--- config.mk ---
export PLATFORM = sky130hd
export DESIGN_NAME = registerFile
export DESIGN_NICKNAME = d
export VERILOG_FILES = /design/src/datapathPkg.sv /design/src/registerFile.sv
export VERILOG_INCLUDE_DIRS = /design/src /design/src/src
export SDC_FILE = /design/constraint.sdc
export NUM_CORES = 1
export LEC_CHECK = 0
export BUFFER_PORTS_ARGS = -buffer_cell sky130_fd_sc_hd__buf_4
export CAP_MARGIN = 5
export CORE_MARGIN = 1.5
export CORE_UTILIZATION = 55
export CTS_CLUSTER_DIAMETER = 80
export DETAILED_ROUTE_END_ITERATION = 8
export GPL_ROUTABILITY_DRIVEN = 0
export PLACE_DENSITY = 0.75
export SLEW_MARGIN = 5
export SYNTH_ARGS = -nofsm -noshare
export SYNTH_HDL_FRONTEND = slang
export SYNTH_SLANG_ARGS = --single-unit
--- constraint.sdc ---
create_clock -name clk -period 2.5 [get_ports clk]
set_input_delay 0.25 -clock clk [delete_from_list [all_inputs] [get_ports clk]]
set_output_delay 0.25 -clock clk [all_outputs]
set_load 0.01 [all_outputs]
--- src/cpu_params.svh ---
`ifndef CPU_PARAMS_SVH
`define CPU_PARAMS_SVH

// Word and register file sizes
`define DATA_WIDTH 16
`define REG_COUNT 16

// Memory depths, counted in words
`define IMEM_DEPTH 256
`define DMEM_DEPTH 256

`endif

--- src/datapathPkg.sv ---
`include "cpu_params.svh"

package datapathPkg;

	typedef logic [`DATA_WIDTH-1:0] dataWord;
	typedef logic [$clog2(`REG_COUNT)-1:0] regIndex;
	typedef logic [$clog2(`DMEM_DEPTH)-1:0] memAddr;

	// Flag register, Z on top and N at the bottom
	typedef logic [2:0] aluFlags;

	localparam int flagZ = 2;
	localparam int flagV = 1;
	localparam int flagN = 0;

endpackage

--- src/registerFile.sv ---
`timescale 1ns/1ps
`include "cpu_params.svh"

module registerFile (
	input  logic                 clk,
	input  logic                 reset,
	input  logic                 writeEnable,
	input  datapathPkg::regIndex readIndexA,
	input  datapathPkg::regIndex readIndexB,
	input  datapathPkg::regIndex writeIndex,
	input  datapathPkg::dataWord writeData,
	output datapathPkg::dataWord readDataA,
	output datapathPkg::dataWord readDataB
);

	datapathPkg::dataWord regs [`REG_COUNT];

	always_ff @(posedge clk) begin
		if (reset) begin
			for (int i = 0; i < `REG_COUNT; i++)
				regs[i] <= '0;
		end else if (writeEnable && writeIndex != '0) begin
			regs[writeIndex] <= writeData;
		end
	end

	// Register 0 is hardwired to zero
	assign readDataA = (readIndexA == '0) ? '0 : regs[readIndexA];
	assign readDataB = (readIndexB == '0) ? '0 : regs[readIndexB];

endmodule

==> impl_summary.txt <==
----------------------------------------------------
[Clock network]
  Number of cells upsized or downsized after cts ... 0
  Post-CTS Setup Inserts ... 0
  Number of sinks driven by the clock tree ... 241
  Clock-pin slew on the worst setup and hold paths ... 0.06 ns
  Number of buffers added by the clock tree synthesis step ... 25
  Clock buffer depth ... 3
  Cell at the root of the clock tree ... clkbuf_16
  CTS tree ... done
  CTS H-tree lvls ... 1
  # hold bufs at CTS ... 0

[Synthesis]
  Flops & latches, synth ... 241
  Net Count, Synth ... 963
  Simple-gate share of the synthesized area ... 14.17%
  Leading area contributor after synthesis ... edfxtp_1
  Combinational family with the most area after synthesis ... multiplexers
  Synth Area per Inst ... 14.07 µm²
  Parity-gate share of the synthesized area counting xor and xnor cells ... 0%
  Share of flip-flops with an asynchronous set or reset after synthesis ... 0%
  Number of distinct standard cells referenced by the synthesized netlist ... 39
  Number of flops mapped to enable cells by yosys ... between 200 and 250
  Synth area leaders ... edfxtp_1 55%, mux4_2 12%, and2_1 11%
  Top flip-flop cell by instance count after synthesis ... edfxtp_1
  Synth top cells by count ... 241 x and2_1, 241 x edfxtp_1, 105 x mux2i_1, 67 x mux4_2, 47 x a21oi_1
  Proportion of netlist area held by the largest area contributor ... between 50% and 60%
  Proportion of synthesized chip area in sequential cells ... 55.17%
  Combined area of all synthesized cells ... 13,120 µm²
  Area fraction in compound gates after synthesis ... 6.219%
  Adder and majority cell fraction of the synthesized area ... 0%
  Multiplexer area fraction after synthesis ... about a fifth
  Yosys Warn Count ... 0
  Cells after synthesis ... 932

[Finish]
  Post-Layout Inst Area ... 14,700 µm²
  Share of post-route cells with drive strength above 1 ... 25.22%
  Flip-flop count of the largest register after layout ... 241
  Area occupied by multi-input gates ... approximately 5400 µm²
  Filler cell count ... around 1.8k
  Number of cells in the finished layout apart from fillers ... 1,322
  Largest registers ranked by flip-flop count ... regs: 241 flops
  Largest Register ... regs
  Area growth, synth to finish ... 12.04%
  Footprint of the flip-flops and latches ... 7237 µm²
  Number of antenna repair diodes ... 0
  Number of nets in the layout ... between 1k and 1.5k

[Routing]
  Wire length reported by the detailed router ... roughly 34,000 µm
  Vias/cell ... 6.314
  Via count ... about 8.3k
  Number of DRC violations after detailed-routing iteration 0 ... 747
  Number of DRC violations after detailed routing ... 0
  First-pass iteration count of the detailed router ... 5
  Count of nets left with antenna violations after detail routing ... 0
  WL/cell ... 25.95 µm

[Floorplan]
  Die area ... ~25,000 µm²
  Height of the die ... 157.4 µm
  Area inside the core boundary ... 23,400 µm²
  Die X ... around 160 µm
  Starting utilization of the core area ... 56.05%
  Num rows ... 56
  Num ports ... between 60 and 70

[Timing]
  Final critical delay including setup and external delays ... between 2 and 2.5 ns
  Final slew viol count ... 0
  RSZ-0062 raised after global routing ... false
  Highest attainable clock frequency ... just over 400 MHz
  Final-layout setup total negative slack ... 0 ns
  Setup-violating endpoint count in the final report ... 0
  Slew at the pin closest to its max-slew limit ... roughly 0.7 ns
  Relative max-transition margin ... 53.43%
  Ratio of final minimum period to clock period ... 96.19%
  Number of failing hold endpoints at the final stage ... 0
  Worst hold-check slack ... 0.07015 ns

[Min path]
  Launch point of the worst hold path ... reset
  Hold Path End ... regs[0][14]$_SDFFCE_PN0P_
  Hold WC Path Type ... primary input to flop
  Cell depth of the worst min-delay path ... 1

[GRT]
  GRT Residual Overflow ... 0
  Initial antenna violation count ... 1
  First-pass GRT wire length ... 50,720 µm
  Pin count of the biggest net entering global routing ... 44
  GRT Overall Usage ... 28.45%
  Vias in the first global route ... 8,417

[Place]
  PortBufs ... between 60 and 70
  Placed cell area ... 13,990 µm²
  Final HPWL DP ... roughly 22,000 µm
  Cell count after placement ... 1,279

[Outcome]
  Outcome ... complete, no violations

[Power and ir drop]
  Power share of the combinational group ... 13.4%
  Leakage ... 0.005387 µW
  Power density over cell area ... around 640 nW/µm²
  Cell-internal power ... around 7100 µW
  Sequential cell fraction of total power ... 51.4%
  Switching portion of total power ... 24.36%
  Worst-case vdd ir drop ... 0.0004994 V
  Net load switching power ... roughly 2300 µW
  Part of the power in the clock network ... a little over a third

[Setup path]
  Nature of the critical path startpoint ... flop
  Worst setup path class ... flop to output pin
  Arr. time, crit path ... between 2 and 2.5 ns
  Capturing element type of the critical path ... output pin
  Worst EP required ... approximately 2.3 ns
  Maximum net fanout on the critical path ... 2

[Run]
  Number of max-cap violations ... 0

----------------------------------------------------
-- routing by layer --
layer	vias up	part of all wire, %	GRT usage [%]
li1	3639	-	-
met1	4222	38	36.91
met2	410	51	49.30
met3	76	8.4	3.552
met4	0	2.9	10.38
met5	-	0	0
-- worst max-delay path, cell delays in order, from the launching register on --
cell,delay [ns]
edfxtp_1,0.40
mux4_2,0.48
mux2i_1,0.39
a21oi_1,0.18
buf_4,0.18
-- how the worst max path moves through the flow --
stage	from	endpoint	slack [ns]	cells past startpoint
CTS	regs[15][13]$_SDFFCE_PN0P_	readDataA[13]	0.16	4
detailed placement	readIndexA[1]	readDataA[3]	0.33	7
global placement	readIndexA[1]	readDataA[0]	0.29	7
finish	regs[15][13]$_SDFFCE_PN0P_	readDataA[13]	0.1	4
floorplan	readIndexB[0]	readDataB[10]	0.84	5
global route	regs[3][3]$_SDFFCE_PN0P_	readDataA[3]	0.01	5
-- power by group through the flow --
stage / combinational, µW / clock, µW / sequential (µW)
2_1_floorplan: 788 / 0 / 4830
3_3_place_gp: 1240 / 0 / 4870
3_5_place_dp: 1250 / 0 / 4890
4_1_cts: 1250 / 3320 / 4800
5_1_grt: 1320 / 3470 / 4830
6_report: 1250 / 3300 / 4810
-- cells in the final DEF, fill, tap and decap left out, drive strengths merged, types with 17 or more instances in the layout --
cell	n
and2	241
mux2i	105
buf	111
mux2	17
mux4	67
a21oi	47
edfxtp	241
nor2	28
clkbuf	32
-- kinds of logic (layout without fill, tap and decap cells) --
group | after synthesis | after routing
DFF | 241 | 241
and+or+nand+nor | 305 | 305
AOI/OAI and AO/OA | 112 | 112
other | 1 | 1
buffers and inverters | 84 | 155
muxes | 189 | 189
-- cell type report --
class                           instances  share of cell area, %
Clock buffer                           32                  4.436
Clock inverter                         11                 0.3661
Inverter                                1                0.02554
Multi-Input combinational cell        607                  36.95
Sequential cell                       241                  49.24
Tap cell                              319                  2.716
Timing Repair Buffer                  111                  6.266
-- through the flow --
stage / power, µW / util [%] / worst slack [ns]
after floorplan: 5622 / - / 0.8432
after global placement: 6110 / 59.78 / 0.2906
after detailed placement: 6131 / 59.78 / 0.3304
after CTS: 9372 / 62.80 / 0.1562
after global routing: 9622 / 62.80 / 0.01403
final: 9359 / 62.80 / 0.09521
(Power assumes the default switching activity.)
