--- config.mk ---
export PLATFORM = sky130hd
export DESIGN_NAME = controlUnit
export DESIGN_NICKNAME = d
export VERILOG_FILES = /design/src/isaPkg.sv /design/src/controlUnit.sv
export VERILOG_INCLUDE_DIRS = /design/src /design/src/src
export SDC_FILE = /design/constraint.sdc
export NUM_CORES = 1
export LEC_CHECK = 0
export BUFFER_PORTS_ARGS = -buffer_cell sky130_fd_sc_hd__buf_2
export CAP_MARGIN = 20
export CORE_AREA = 2 2 39 41
export DETAILED_ROUTE_END_ITERATION = 7
export DIE_AREA = 0 0 41 43
export GPL_TIMING_DRIVEN = 0
export PLACE_DENSITY_LB_ADDON = 0.2
export SLEW_MARGIN = 20
export SYNTH_ARGS = -nofsm -noshare
export SYNTH_HDL_FRONTEND = slang
export SYNTH_SLANG_ARGS = --single-unit
export TNS_END_PERCENT = 100
--- constraint.sdc ---
create_clock -name vclk -period 0.8
set_input_delay 0.12 -clock vclk [all_inputs]
set_output_delay 0.12 -clock vclk [all_outputs]
set_load 0.01 [all_outputs]
--- src/cpu_params.svh ---
`ifndef CPU_PARAMS_SVH
`define CPU_PARAMS_SVH

// Word and register file sizes
`define DATA_WIDTH 16
`define REG_COUNT 16

// Memory depths, counted in words
`define IMEM_DEPTH 256
`define DMEM_DEPTH 256

`endif

--- src/isaPkg.sv ---
`include "cpu_params.svh"

package isaPkg;

	// Opcode in bits 15..12
	typedef enum logic [3:0] {
		ADD    = 4'd0,
		SUB    = 4'd1,
		RED    = 4'd2,
		XOR    = 4'd3,
		SLL    = 4'd4,
		SRA    = 4'd5,
		ROR    = 4'd6,
		PADDSB = 4'd7,
		LW     = 4'd8,
		SW     = 4'd9,
		LHB    = 4'd10,
		LLB    = 4'd11,
		B      = 4'd12,
		BR     = 4'd13,
		PCS    = 4'd14,
		HLT    = 4'd15
	} opcode;

	// Branch condition in bits 11..9 of B and BR
	typedef enum logic [2:0] {
		NE = 3'd0,
		EQ = 3'd1,
		GT = 3'd2,
		LT = 3'd3,
		GE = 3'd4,
		LE = 3'd5,
		OV = 3'd6,
		UN = 3'd7
	} condCode;

	typedef logic [`DATA_WIDTH-1:0] instrWord;
	typedef logic [7:0] imm8;
	typedef logic signed [8:0] branchOffset;

endpackage

--- src/controlUnit.sv ---
`timescale 1ns/1ps

module controlUnit (
	input  isaPkg::opcode instrOp,
	output logic          memRead,
	output logic          memToReg,
	output logic          memWrite,
	output logic          aluSrc,
	output logic          aluOp,
	output logic          regWrite,
	output logic          halt,
	output logic          pcSave,
	output logic          topHalf,
	output logic          branch,
	output logic          branchReg
);

	always_comb begin
		memRead = 1'b0;
		memToReg = 1'b0;
		memWrite = 1'b0;
		aluSrc = 1'b0;
		aluOp = 1'b0;
		regWrite = 1'b0;
		halt = 1'b0;
		pcSave = 1'b0;
		topHalf = 1'b0;
		branch = 1'b0;
		branchReg = 1'b0;
		case (instrOp)
			// Register-register ALU ops
			isaPkg::ADD, isaPkg::SUB, isaPkg::RED, isaPkg::XOR, isaPkg::PADDSB: begin
				regWrite = 1'b1;
				aluOp = 1'b1;
			end
			// Shifts take their amount from the immediate
			isaPkg::SLL, isaPkg::SRA, isaPkg::ROR: begin
				aluSrc = 1'b1;
				regWrite = 1'b1;
				aluOp = 1'b1;
			end
			isaPkg::LW: begin
				memRead = 1'b1;
				memToReg = 1'b1;
				aluSrc = 1'b1;
				regWrite = 1'b1;
			end
			isaPkg::SW: begin
				memWrite = 1'b1;
				aluSrc = 1'b1;
			end
			isaPkg::LHB: begin
				aluSrc = 1'b1;
				regWrite = 1'b1;
				topHalf = 1'b1;
			end
			isaPkg::LLB: begin
				aluSrc = 1'b1;
				regWrite = 1'b1;
			end
			isaPkg::B: branch = 1'b1;
			isaPkg::BR: branchReg = 1'b1;
			isaPkg::PCS: begin
				regWrite = 1'b1;
				pcSave = 1'b1;
			end
			isaPkg::HLT: halt = 1'b1;
			default: ;
		endcase
		assert (!(memRead && memWrite)) else $error("load and store decoded together");
	end

endmodule

==> flow_metrics.py <==
metrics = {
    "logic_synthesis": {
        "synth_cell_type_count": 11,
        "ys_seq_area_share_pct": 0,
        "synth.area.mux_share_pct": 0,
        "yosysTopAreaCell": "nor2_1",
        "synth_fa_ha_area_share_pct": 0,
        "netlist_area_sq_um": 103,
        "yosys_warnings": 0,
        "synth-compound-area-share_pct": 18.3,
        "synth_area_per_cell_sq_um": 5.40,
        "syn-num-nets": 23,
        "syn_inst": 19,
        "synth_top_family_by_area": "simple AND/OR/NAND/NOR gates",
        "synth.most_common_cell": "nor2_1",
        "synth_area_leaders": "nor2_1 (22%), nand2b_1 (12%), a21bo_2 (9.8%)",
        "synth_simple_gate_area_share_pct": 70.7,
        "yosys-top-cells-count": "nor2_1 (6), nand2_1 (2), nand2b_1 (2), nor3_1 (2)",
        "synth_top_area_share_pct": 22.0,
        "synth_xor_area_share_pct": 0,
    },
    "global_routing": {
        "grt_max_degree": 8,
        "grt_pass1_wl_um": 614,
        "busiest_layer": "met1",
        "gr-usage-met2_pct": 6.56,
        "first_global_vias": 158,
        "use_met3_pct": 0,
        "grt.total_usage_pct": 4.50,
        "antenna_found_initial": 0,
        "global_route.usage.met1_pct": 7.59,
        "grt-ovfl-total": 0,
    },
    "critical_path": {
        "critPathKind": "primary input to output port",
        "arrival_ns": 0.70,
        "critPathLaunchType": "primary input",
        "endpoint": "topHalf",
        "cp-startpoint": "instrOp[2]",
        "path_max_fanout": 5,
        "end_kind": "output port",
        "required_ns": 0.68,
    },
    "detailed_routing": {
        "vias": 195,
        "routed_wl_um": 430,
        "drtPass1Iterations": 4,
        "drt-initial-drc-count": 7,
        "ant_nets": 0,
        "drc": 0,
        "vias_per_cell": 3.82,
        "avgRoutedWirePerCell_um": 8.43,
    },
    "placement": {
        "place_ws_ns": -0.147,
        "place.gp.congestion": 0.663,
        "dp_hpwl_um": 311,
        "portBuffers": 15,
    },
    "finish": {
        "n_antenna_cell": 0,
        "flops_and_latches": 0,
        "layout-drive-gt1-share_pct": 68.6,
        "final_util_pct": 21.4,
        "clock_buffers": 0,
        "seq_area_sq_um": 0,
        "area_growth_pct": 189,
        "nets": 41,
    },
    "timing": {
        "hold_viol": 0,
        "rsz0062_at_grt": "yes",
        "setup_viol": 3,
        "finalCritPeriodShare_pct": 103,
        "fin_ws_ns": -0.0241,
        "slew_headroom_pct": 89.6,
        "finalMaxSlewViolations": 0,
        "timing.fmax_mhz": 1210,
        "fin_crit_ns": 0.824,
        "tightest_slew_ns": 0.155,
    },
    "die": {
        "initial_core_util_pct": 7.41,
        "die_w_um": 41,
        "fp.coreArea_sq_mm": 0.00138,
        "die_h_um": 43,
        "io_pins": 15,
        "dieArea_sq_mm": 0.00176,
        "fp-row-count": 14,
    },
    "hold_path": {
        "worstHoldPathType": "primary input to output port",
    },
    "job": {
        "drv_cap": 0,
    },
    "power_and_ir_drop": {
        "peakVddDrop_uv": 182,
        "p_leak_nw": 0.150,
        "p_per_area_mw_per_mm2": 472,
    },
    "clock_tree": {
        "hold_buffers": 0,
    },
    "status": {
        "violations": "negative setup slack",
        "status": "finished, violations left",
    },
}
==> cells in the final DEF, fill, tap and decap left out, types with 2 or more instances in the layout <==
cell type	synthesis	layout
buf_2	0	8
buf_6	0	6
nor2_1	6	5
nand2b_4	0	2
nand2_1	2	2
buf_8	0	2
==> per-layer routing <==
layer / share of wire (%) / wire [um] / vias to the layer above
met1: 44 / 190 / 86
li1: - / - / 95
met4: 0 / 0 / 0
met3: 15 / 66 / 0
met5: 0 / 0 / -
met2: 40 / 173 / 14
==> worst max-delay path: stages <==
cell	delay [ns]
buf_8	0.10
nand2b_4	0.15
buf_6	0.12
nor2_1	0.08
buf_2	0.13
==> kinds of logic after synthesis <==
group | after synthesis
and+or+nand+nor | 15
AOI/OAI and AO/OA | 2
buffers and inverters | 2
==> cell type report <==
| type | instances | area, sq um |
|---|---|---|
| buffer | 1 | 7.51 |
| timing repair buffer | 16 | 138 |
| tap | 16 | 20.0 |
| multi-input combinational | 17 | 128 |
| inverter | 1 | 3.75 |
| fill | 164 | 1090 |
==> worst min-delay path by stage <==
| stage | from | end | slack [ns] | cells after the start |
|---|---|---|---|---|
| after floorplan | instrOp[3] | aluOp | 0.27 | 1 |
| after global placement | instrOp[3] | aluOp | 0.55 | 3 |
| after detailed placement | instrOp[3] | aluOp | 0.54 | 3 |
| after CTS | instrOp[3] | aluOp | 0.53 | 3 |
| after global routing | instrOp[3] | aluOp | 0.50 | 3 |
| final | instrOp[3] | aluOp | 0.49 | 3 |
==> where the power goes <==
part / switching [mW] / internal (mW)
clock network: 0 / 0
registers: 0 / 0
logic: 0.0639 / 0.0760
total: 0.0639 / 0.0760
==> stage by stage <==
stage | setup TNS, ns | std cells | cell area, sq um | hold slack [ns] | power (mW)
after floorplan | 0 | 19 | 108 | 0.268 | 0.0465
after global placement | -0.382 | 50 | 203 | 0.546 | 0.0927
after detailed placement | -0.327 | 50 | 203 | 0.544 | 0.0918
after CTS | -0.128 | 51 | 239 | 0.528 | 0.112
after global routing | -0.138 | 51 | 297 | 0.500 | 0.152
final | -0.0471 | 51 | 297 | 0.486 | 0.140
==> timing repair <==
action	CTS	global route
resized for setup	7	14
hold endpoints to repair	0	0
pin swaps	3	2
buffers inserted	1	0
endpoints found under the setup margin	6	9
Power figures use the tool's default switching activity.
