$ cat src/cpu_params.svh
`ifndef CPU_PARAMS_SVH
`define CPU_PARAMS_SVH

// Word and register file sizes
`define DATA_WIDTH 16
`define REG_COUNT 16

// Memory depths, counted in words
`define IMEM_DEPTH 256
`define DMEM_DEPTH 256

`endif

$ cat src/datapathPkg.sv
`include "cpu_params.svh"

package datapathPkg;

	typedef logic [`DATA_WIDTH-1:0] dataWord;
	typedef logic [$clog2(`REG_COUNT)-1:0] regIndex;
	typedef logic [$clog2(`DMEM_DEPTH)-1:0] memAddr;

	// Flag register, Z on top and N at the bottom
	typedef logic [2:0] aluFlags;

	localparam int flagZ = 2;
	localparam int flagV = 1;
	localparam int flagN = 0;

endpackage

$ cat src/dataMemory.sv
`timescale 1ns/1ps
`include "cpu_params.svh"

module dataMemory (
	input  logic                 clk,
	input  logic                 reset,
	input  logic                 memRead,
	input  logic                 memWrite,
	input  logic                 enable,
	input  datapathPkg::memAddr  addr,
	input  datapathPkg::dataWord writeData,
	output datapathPkg::dataWord readData,
	output datapathPkg::dataWord storeData,
	output logic                 storeValid,
	output datapathPkg::memAddr  storeAddr
);

	datapathPkg::dataWord mem [`DMEM_DEPTH];

	assign readData = memRead ? mem[addr] : '0;

	// Store strobe mirrors the write that lands at the closing edge
	assign storeValid = enable && memWrite;
	assign storeAddr = addr;
	assign storeData = writeData;

	always_ff @(posedge clk) begin
		if (!reset && storeValid)
			mem[addr] <= writeData;
	end

endmodule

$ cat config.mk
export PLATFORM = sky130hd
export DESIGN_NAME = dataMemory
export DESIGN_NICKNAME = d
export VERILOG_FILES = /design/src/datapathPkg.sv /design/src/dataMemory.sv
export VERILOG_INCLUDE_DIRS = /design/src /design/src/src
export SDC_FILE = /design/constraint.sdc
export NUM_CORES = 2
export LEC_CHECK = 0
export BUFFER_PORTS_ARGS = -buffer_cell sky130_fd_sc_hd__buf_2
export CAP_MARGIN = 10
export CELL_PAD_IN_SITES_DETAIL_PLACEMENT = 0
export CELL_PAD_IN_SITES_GLOBAL_PLACEMENT = 1
export CORE_ASPECT_RATIO = 1.1
export CORE_UTILIZATION = 27
export DETAILED_ROUTE_END_ITERATION = 16
export GPL_TIMING_DRIVEN = 0
export PLACE_DENSITY = 0.42
export SETUP_SLACK_MARGIN = 0.15
export SLEW_MARGIN = 15
export SYNTH_ARGS = -nofsm -noshare
export SYNTH_HDL_FRONTEND = slang
export SYNTH_SLANG_ARGS = --single-unit
$ cat constraint.sdc
create_clock -name clk -period 8.2 [get_ports clk]
set_clock_uncertainty 0.15 [all_clocks]
set_input_delay 1.64 -clock clk [delete_from_list [all_inputs] [get_ports clk]]
set_output_delay 1.64 -clock clk [all_outputs]
set_load 0.02 [all_outputs]
==> results by group <==
Finish
  – Fillcell total: 55200
  – Post-route core utilization: 32.4%
  – Largest register FFs: 4096
  – Register cell area after layout: between 0.1 and 0.15 mm2
  – Most flops, register: mem
  – Multi-input gate area: 0.0341 mm2
  – Synth-to-layout area growth: 19.4%
  – Layout cell share with drive strength beyond 1: 29.5%
  – Post-route cell area: approximately 0.19 mm2
  – Layout Nets: 8071
  – Top flop regs: mem (4096)

Clock network
  – TritonCTS buffer count: 444
  – Worst-path clk slew: about 50 ps
  – # clock sinks: 4096
  – H-tree depth: 5
  – Root Buffer: clkbuf_16
  – CTS tree: done
  – Hold buffer count at CTS: 0
  – Clock buffer depth: 4

Synthesis
  – Multiplexer area fraction after synthesis: roughly 15%
  – Ys Warns: 0
  – Post-synthesis adder-cell area fraction: 0%
  – Synth cell types: 57
  – Syn_nets: 7301
  – Largest family of logic cells by synthesized area: multiplexers
  – Sequential fraction of the synthesis area: 78.1%
  – Synth Area in XOR/XNOR: 0%
  – Synth area leader: edfxtp_1
  – Cell Area, Synth: 0.158 mm2
  – Cells after Synth: 7272
  – FF+latch count, synth: 4096
  – Synth top area share: 78.1%
  – Main synth FF type: edfxtp_1
  – Post-synthesis simple-gate area fraction: about 1.8%
  – Compound-gate portion of the synthesized area: 3.34%
  – Fraction of registers with async set/reset: 0%
  – Syn avg cell area: ~22 um2
  – Synth top area cells: edfxtp_1 78%, mux4_2 12%, mux2i_1 2.7%
  – Number of flops mapped to enable cells by yosys: slightly above 4000

Global route
  – Largest net degree at the start of global routing: 109
  – Congestion Overflow GR: 0
  – Vias in the first global route: 81800
  – Total GRT Usage: approximately a fifth
  – Global-route wire length before repair: 767000 um
  – Initial antenna violation count: 52

Power and ir drop
  – Leak Pwr: approximately 0.058 uW
  – Internal: ~35000 uW
  – Clock share of power: 43.0%
  – Combinational share of power: 5.9%
  – Net Switching: 10400 uW
  – Switching Fraction: between 20% and 30%
  – Pwr Density: 240 mW/mm2
  – VDD IR max: approximately 210 uV
  – Sequential power share: 51.0%

Placement
  – DP Wirelength: 406000 um
  – I/O Buffers: 65
  – Cell Area, Placed: 0.173 mm2
  – Setup slack at placement: -1770 ps
  – Routability cong.: 0.955

Routing
  – Mean routed wirelength per cell: 36.1 um
  – Initial DRT Pass Iterations: 6
  – Routed Antenna Nets: 0
  – Final WL: 581000 um
  – Post-DR vias/cell: 4.98
  – Starting DRT DRC Count: 8518
  – Vias: 80000
  – DRC violations left: 0

Floorplan
  – Row Count: 293
  – Chip width: 730 um
  – Die height: 803 um
  – IO Pins: 70
  – Die Area: 0.587 mm2
  – Initial Util: a little over a quarter
  – Core ar.: 0.580 mm2

STA
  – Final hold violations: 0
  – Relative slew slack: 8.03%
  – Count of final setup violators: 1
  – Post-layout min period: 8220 ps
  – Least-Margin Pin Slew: between 1000 and 1500 ps
  – Hold slack: a little under 700 ps
  – Fin worst setup slack: -18.9 ps
  – Fmax: 122 MHz
  – Slew Viols, Final: 0
  – RSZ-0062 raised after global routing: true
  – Period Utilization, post-route: 100%

Setup path
  – CP Capture Type: output pin
  – Crit Path Max Fanout: 10
  – CP required: 6410 ps
  – WS Path Type: input port to output pin
  – Worst Setup Start Kind: input port
  – CP arrival: 6430 ps
  – Crit path from: addr[1]

Outcome
  – Run status: complete, but fails checks
  – Violated checks: setup timing

Min path
  – Worst hold path cell count: 1
  – Hold_sp: writeData[2]
  – Worst hold path type: input port to register

Flow run
  – Max Cap Violations: 0
## layout make-up
type,count,area share (%)
sequential,4096,65.4
multi-input combinational,2700,18.1
clock buffer,556,6.18
tap,7670,5.10
timing repair buffer,327,2.54
buffer,468,1.45
clock inverter,246,1.19
antenna,16,0.0213
inverter,5,0.00998
## critical path: stages
cell     delay, ps
buf_2          140
buf_4          350
buf_4          420
buf_6          330
buf_4          460
buf_2          570
mux4_2         410
nor2_1         440
o22ai_1        250
o41ai_2        610
buf_6          270
a32oi_4        120
buf_2          250
## stage by stage
step                      total power (uW)  cells  setup TNS, ps
final                                45200  16100          -18.9
after global routing                 46400  16100              0
after floorplan                      24600   7272              0
after detailed placement             26100  15300         -21610
after global placement               26100  15000       -2716000
after CTS                            45600  16100              0
## final timing paths
path                       end  slack [ps]
hold / removal     mem[123][2]         680
setup / recovery  readData[12]         -20
## cell usage after synthesis, drive strengths merged, types with 3 or more instances
| library cell | count |
|---|---|
| a211oi | 6 |
| a21boi | 15 |
| a21oi | 121 |
| a221oi | 24 |
| a22o | 33 |
| a22oi | 229 |
| a311oi | 4 |
| a31oi | 30 |
| a32oi | 17 |
| and2 | 5 |
| and3 | 19 |
| and3b | 3 |
| buf | 266 |
| clkbuf | 205 |
| edfxtp | 4096 |
| inv | 4 |
| mux2 | 18 |
| mux2i | 423 |
| mux4 | 874 |
| nand2 | 97 |
| nand2b | 5 |
| nand3 | 140 |
| nand4 | 18 |
| nor2 | 301 |
| nor2b | 12 |
| nor3 | 15 |
| o2111ai | 30 |
| o211ai | 76 |
| o21ai | 65 |
| o221ai | 14 |
| o22ai | 64 |
| o32ai | 4 |
| o41ai | 15 |
| or4b | 3 |
## routing by layer
metal,up-vias,GRT usage (%),share of wire [%]
met4,8,5.25,3.0
li1,32400,-,-
met2,2743,32.8,49
met1,44200,25.3,42
met3,671,4.10,6.3
met5,-,0,0.0084
## repair_timing
action / 4_1_cts / 5_1_grt
gates resized for setup: 189 / 19
buffers inserted: 3 / 0
pin swaps: 29 / 3
setup endpoints to repair: 16 / 10
## power by group through the flow
stage                     Clock (uW)  Sequential (uW)  Combinational [uW]
after floorplan                    0            23500                1060
after global placement             0            23600                2490
after detailed placement           0            23500                2650
after CTS                      19900            23000                2710
after global routing           20600            23000                2760
final                          19400            23100                2680
## placed cells by master (no fill, tap or decap), types with 19 or more instances in the layout
master / Yosys / layout
o211ai_1: 76 / 76
o21ai_0: 40 / 37
o22ai_1: 64 / 63
edfxtp_1: 4096 / 4096
buf_6: 8 / 105
mux2i_1: 423 / 412
a31oi_1: 30 / 30
nor2_4: 0 / 89
a22o_1: 33 / 33
bufinv_16: 0 / 29
clkinv_2: 0 / 70
clkbuf_2: 0 / 54
nor2_2: 0 / 170
a21oi_1: 121 / 120
buf_8: 0 / 112
buf_2: 128 / 140
clkbuf_16: 0 / 448
nor2_1: 301 / 42
a22oi_1: 229 / 228
clkbuf_4: 0 / 22
a221oi_1: 24 / 21
mux4_2: 873 / 873
o21ai_1: 25 / 28
buf_16: 0 / 57
clkbuf_1: 205 / 240
buf_1: 38 / 24
nand3_1: 140 / 140
clkinv_1: 1 / 112
nand2_1: 97 / 83
and3_1: 19 / 19
buf_4: 92 / 129
## kinds of logic after synthesis
family,after synthesis
AOI/OAI and AO/OA,753
buffers and inverters,476
DFF,4096
muxes,1315
and+or+nand+nor,632
Power figures use the tool's default switching activity.
