==> src/cpu_params.svh <==
`ifndef CPU_PARAMS_SVH
`define CPU_PARAMS_SVH

// Word and register file sizes
`define DATA_WIDTH 16
`define REG_COUNT 16

// Memory depths, counted in words
`define IMEM_DEPTH 256
`define DMEM_DEPTH 256

`endif

==> src/isaPkg.sv <==
`include "cpu_params.svh"

package isaPkg;

	// Opcode in bits 15..12
	typedef enum logic [3:0] {
		ADD    = 4'd0,
		SUB    = 4'd1,
		RED    = 4'd2,
		XOR    = 4'd3,
		SLL    = 4'd4,
		SRA    = 4'd5,
		ROR    = 4'd6,
		PADDSB = 4'd7,
		LW     = 4'd8,
		SW     = 4'd9,
		LHB    = 4'd10,
		LLB    = 4'd11,
		B      = 4'd12,
		BR     = 4'd13,
		PCS    = 4'd14,
		HLT    = 4'd15
	} opcode;

	// Branch condition in bits 11..9 of B and BR
	typedef enum logic [2:0] {
		NE = 3'd0,
		EQ = 3'd1,
		GT = 3'd2,
		LT = 3'd3,
		GE = 3'd4,
		LE = 3'd5,
		OV = 3'd6,
		UN = 3'd7
	} condCode;

	typedef logic [`DATA_WIDTH-1:0] instrWord;
	typedef logic [7:0] imm8;
	typedef logic signed [8:0] branchOffset;

endpackage

==> src/datapathPkg.sv <==
`include "cpu_params.svh"

package datapathPkg;

	typedef logic [`DATA_WIDTH-1:0] dataWord;
	typedef logic [$clog2(`REG_COUNT)-1:0] regIndex;
	typedef logic [$clog2(`DMEM_DEPTH)-1:0] memAddr;

	// Flag register, Z on top and N at the bottom
	typedef logic [2:0] aluFlags;

	localparam int flagZ = 2;
	localparam int flagV = 1;
	localparam int flagN = 0;

endpackage

==> src/fetchUnit.sv <==
`timescale 1ns/1ps
`include "cpu_params.svh"

module fetchUnit (
	input  logic                 clk,
	input  logic                 reset,
	input  logic                 loadEnable,
	input  datapathPkg::memAddr  loadAddr,
	input  isaPkg::instrWord     loadData,
	input  datapathPkg::aluFlags flags,
	input  logic                 branch,
	input  logic                 branchReg,
	input  logic                 halt,
	input  datapathPkg::dataWord branchTarget,
	output isaPkg::instrWord     instr,
	output datapathPkg::dataWord pc,
	output datapathPkg::dataWord pcNext,
	output logic                 halted
);

	isaPkg::instrWord imem [`IMEM_DEPTH];
	isaPkg::condCode cond;
	isaPkg::branchOffset offset;
	datapathPkg::dataWord pcPlusOne;
	datapathPkg::dataWord offsetTarget;
	logic condTrue;

	// Program is loaded only while the core is held in reset
	always_ff @(posedge clk) begin
		if (reset && loadEnable)
			imem[loadAddr] <= loadData;
	end

	assign instr = imem[datapathPkg::memAddr'(pc)];
	assign cond = isaPkg::condCode'(instr[11:9]);
	assign offset = instr[8:0];
	assign pcPlusOne = pc + 1'b1;
	assign offsetTarget = pcPlusOne + {{7{offset[8]}}, offset};

	always_comb begin
		case (cond)
			isaPkg::NE: condTrue = !flags[datapathPkg::flagZ];
			isaPkg::EQ: condTrue = flags[datapathPkg::flagZ];
			isaPkg::GT: condTrue = !flags[datapathPkg::flagZ] && !flags[datapathPkg::flagN];
			isaPkg::LT: condTrue = flags[datapathPkg::flagN];
			isaPkg::GE: condTrue = flags[datapathPkg::flagZ] || !flags[datapathPkg::flagN];
			isaPkg::LE: condTrue = flags[datapathPkg::flagZ] || flags[datapathPkg::flagN];
			isaPkg::OV: condTrue = flags[datapathPkg::flagV];
			default: condTrue = 1'b1;
		endcase
	end

	// HLT keeps the PC on itself
	always_comb begin
		if (halt)
			pcNext = pc;
		else if (branch && condTrue)
			pcNext = offsetTarget;
		else if (branchReg && condTrue)
			pcNext = branchTarget;
		else
			pcNext = pcPlusOne;
	end

	always_ff @(posedge clk) begin
		if (reset) begin
			pc <= '0;
			halted <= 1'b0;
		end else if (!halted) begin
			pc <= pcNext;
			halted <= halt;
		end
	end

	assert property (@(posedge clk) disable iff (reset) halted |=> $stable(pc));

endmodule

==> config.mk <==
export PLATFORM = sky130hd
export DESIGN_NAME = fetchUnit
export DESIGN_NICKNAME = d
export VERILOG_FILES = /design/src/isaPkg.sv /design/src/datapathPkg.sv /design/src/fetchUnit.sv
export VERILOG_INCLUDE_DIRS = /design/src /design/src/src
export SDC_FILE = /design/constraint.sdc
export NUM_CORES = 2
export LEC_CHECK = 0
export BUFFER_PORTS_ARGS = -buffer_cell sky130_fd_sc_hd__buf_2
export CORE_UTILIZATION = 45
export DETAILED_ROUTE_END_ITERATION = 10
export PLACE_DENSITY_LB_ADDON = 0.12
export SYNTH_ARGS = -nofsm -noshare
export SYNTH_HDL_FRONTEND = slang
export SYNTH_SLANG_ARGS = --single-unit
==> constraint.sdc <==
create_clock -name clk -period 23 [get_ports clk]
set_clock_uncertainty 0.15 [all_clocks]
set_input_delay 3.45 -clock clk [delete_from_list [all_inputs] [get_ports clk]]
set_output_delay 3.45 -clock clk [all_outputs]
set_load 0.05 [all_outputs]
==> summary.md <==
| Metric | Value |
|---|---|
| Leak | 54.7 nW |
| Area growth syn-to-layout | 13.9% |
| Total congestion overflow | 0 |
| Worst slew margin | 9.59% |
| Final Instance Area | 0.181 mm^2 |
| Post-synth EDFFs | 4096 |
| Root buf cell | clkbuf_16 |
| Yosys Warn Count | 0 |
| Final wirelength | 448000 um |
| CTS tree | done |
| Async set-reset flop share out of synthesis | 0% |
| Die W | 597 um |
| Register area share after synthesis | 77.6% |
| Initial antenna violation count | 26 |
| Filler cells | 27069 |
| Num Clock Sinks | 4121 |
| Synth Register Bits | 4121 |
| Period utilisation layout | 57.3% |
| Max-slew violations | 0 |
| Setup_tns | 0 ps |
| Worst Path Arrival | 9590 ps |
| VDD IR max | 0.164 mV |
| Avg Synthesized Cell Area | 23.9 um^2 |
| DRC errors left | 0 |
| First-pass detailed-route iteration total | 6 |
| Total core area | 0.351 mm^2 |
| Commonest non-fill, non-tap cell in the layout | edfxtp_1 |
| Gr usage total | 25.2% |
| Required @ worst endpoint | 19400 ps |
| Detailed router's first-iteration violation count | 9494 |
| Min setup slack post-route | 9810 ps |
| First-pass GRT wire length | 623000 um |
| Post-CTS Resized | 0 |
| Vias | 75681 |
| Final GP Congestion | 0.842 |
| Wl on met1 | 189000 um |
| Postcts setup bufs | 0 |
| Nets | 7229 |
| CP max FO | 84 |
| HPWL after DPL | 259000 um |
| RSZ-0062 raised after global routing | no |
| Io pins | 98 |
| Pwr/cell area | 103 mW/mm^2 |
| Max Fclk | 0.0758 GHz |
| Crit path time final | 13190 ps |
| Register-to-register setup slack | 14390 ps |
| Final setup fails | 0 |
| Mapped Nets | 6738 |
| Largest net degree at the start of global routing | 145 |
| Hold buffer count at CTS | 0 |
| H-tree levels | 5 |
| Routed wire per std cell | 36.6 um |
| Met3 wire length | 34600 um |
| Worst setup SP type | register |
| Worst Hold Slack | 418 ps |
| Most frequent cells in the layout | 4096 x edfxtp_1, 1253 x mux4_2, 433 x clkbuf_16 |
| Reg clk slew, reported paths | 70 ps |
| Worst Setup End Kind | primary output |
| Port bufs | 97 |
| Outcome | complete, no violations |
| Cell Rows | 217 |
| Tot Pwr | 18.7 mW |
| Pre-CTS setup slack | 10650 ps |
| Commonest register cell after synthesis | edfxtp_1 |
| Highest routed layer | met5 |
| DR vias/cell | 6.17 |
| Die area | 0.356 mm^2 |
| DP Area | 0.167 mm^2 |
| Worst slew pin tran | 1360 ps |
| Mapped cell area | 0.159 mm^2 |
| Max-cap violation count | 0 |
| Mapped Cells | 6672 |
| Initial cell density of the core | 45.4% |
| Layout cell share with drive strength beyond 1 | 33.5% |
| Hold Crit Class | register to register |
| Post-DRT Antenna Nets | 0 |
| Crit path kind | register to primary output |
| Clock insertion delay at the later pin of the skew report | 990 ps |
| Die height | 597 um |
| Deepest clock path buffer count | 4 |
| Vias in the first global route | 76025 |
| Fin. Hold Viols | 0 |
| CTS Buf Count | 428 |
| Yosys cell types | 77 |
| Routed wl met2 | 212000 um |
where the power goes:
part	switching [mW]	internal, mW
combinational	2.10	1.31
sequential	0.0695	8.28
clock	2.90	3.99
total	5.07	13.6
Yosys cell counts (3+ instances only):
cell type,number,share of area (%)
nor3_1,32,0.10
o21ai_0,21,0.066
buf_1,8,0.019
inv_1,20,0.047
nand4_1,24,0.094
a31oi_1,3,0.012
a21oi_1,28,0.088
a2111oi_0,3,0.017
nor3b_1,4,0.019
o2111ai_1,3,0.017
edfxtp_1,4096,77
mux2i_1,65,0.41
o22ai_1,10,0.039
nand3_1,43,0.14
o211ai_1,3,0.014
xnor2_1,15,0.083
a22oi_1,43,0.20
and3_1,6,0.024
clkbuf_1,217,0.51
a221o_1,22,0.14
xor2_1,11,0.061
mux2_2,14,0.099
a211oi_1,9,0.042
o221ai_1,20,0.11
o31ai_1,3,0.014
buf_2,108,0.34
nor2_1,291,0.69
dfxtp_1,25,0.31
buf_4,27,0.13
ha_1,16,0.13
nor4_1,3,0.012
a221oi_1,18,0.099
and2_1,9,0.035
a22o_1,14,0.077
a32oi_1,3,0.017
nor2b_1,27,0.11
buf_6,13,0.092
nand2b_1,12,0.047
nand2_1,75,0.18
o21a_1,3,0.014
mux2_4,7,0.066
mux4_2,1253,18
layer usage:
layer,vias up,global-route usage (%)
met3,585,4.07
met4,6,6.63
met5,-,0
met2,3183,39.4
li1,29889,-
met1,42018,37.3
state kept, by name, indices dropped and copies added, names as in the netlist, named ones only:
name and flops:
imem 4096, pc 16, halted 1
per-stage QoR:
stage               utilization, %  cells
global placement              47.7  11440
floorplan                        -   6672
global route                  51.7  12241
finish                        51.7  12266
CTS                           51.7  12239
detailed placement            47.7  11441
critical path, cell delays in order (launching register included):
cell and delay (ps):
dfxtp_4 860, buf_12 630, buf_4 840, buf_4 830
mux4_2 610, mux4_2 570, mux4_2 590, mux4_2 610
ha_1 260, a21o_1 150, a21oi_1 280, o21a_1 150
nor3_1 70, a41o_1 270, o41ai_1 490, o21a_1 260
o21ai_0 130, xor3_1 330, nand3_1 90, o211ai_1 120
buf_2 290
layout make-up:
cell class / instances / area, um^2 / area share (%)
antenna: 27 / 67.6 / 0.0373
clock buffer: 525 / 11200 / 6.17
clock inverter: 273 / 2700 / 1.49
inverter: 22 / 90.1 / 0.0497
multi-input combinational: 2156 / 34500 / 19.0
sequential: 4121 / 124000 / 68.1
tap: 4708 / 5890 / 3.25
timing repair buffer: 434 / 3330 / 1.84
path summary, 6_finish.rpt:
kind,start,to,cells past startpoint
setup reg to reg,register,pc[15],19
hold / removal,pc[15],pc[15],2
setup / recovery,register,pcNext[15],20
hold reg to reg,pc[15],pc[15],2
logic make-up (layout without fill, tap and decap cells):
kind of cell | count (synthesis) | count (layout) | share of synthesized area [%]
fa+ha+maj | 18 | 18 | 0.145
flops | 4121 | 4121 | 77.6
compound gates | 227 | 227 | 1.10
other cells | 0 | 27 | 0
mux | 1339 | 1339 | 18.3
xor+xnor | 27 | 27 | 0.158
buf+inv | 395 | 1254 | 1.14
simple gates | 545 | 545 | 1.54
No activity file was read; power rests on OpenSTA's default activity.
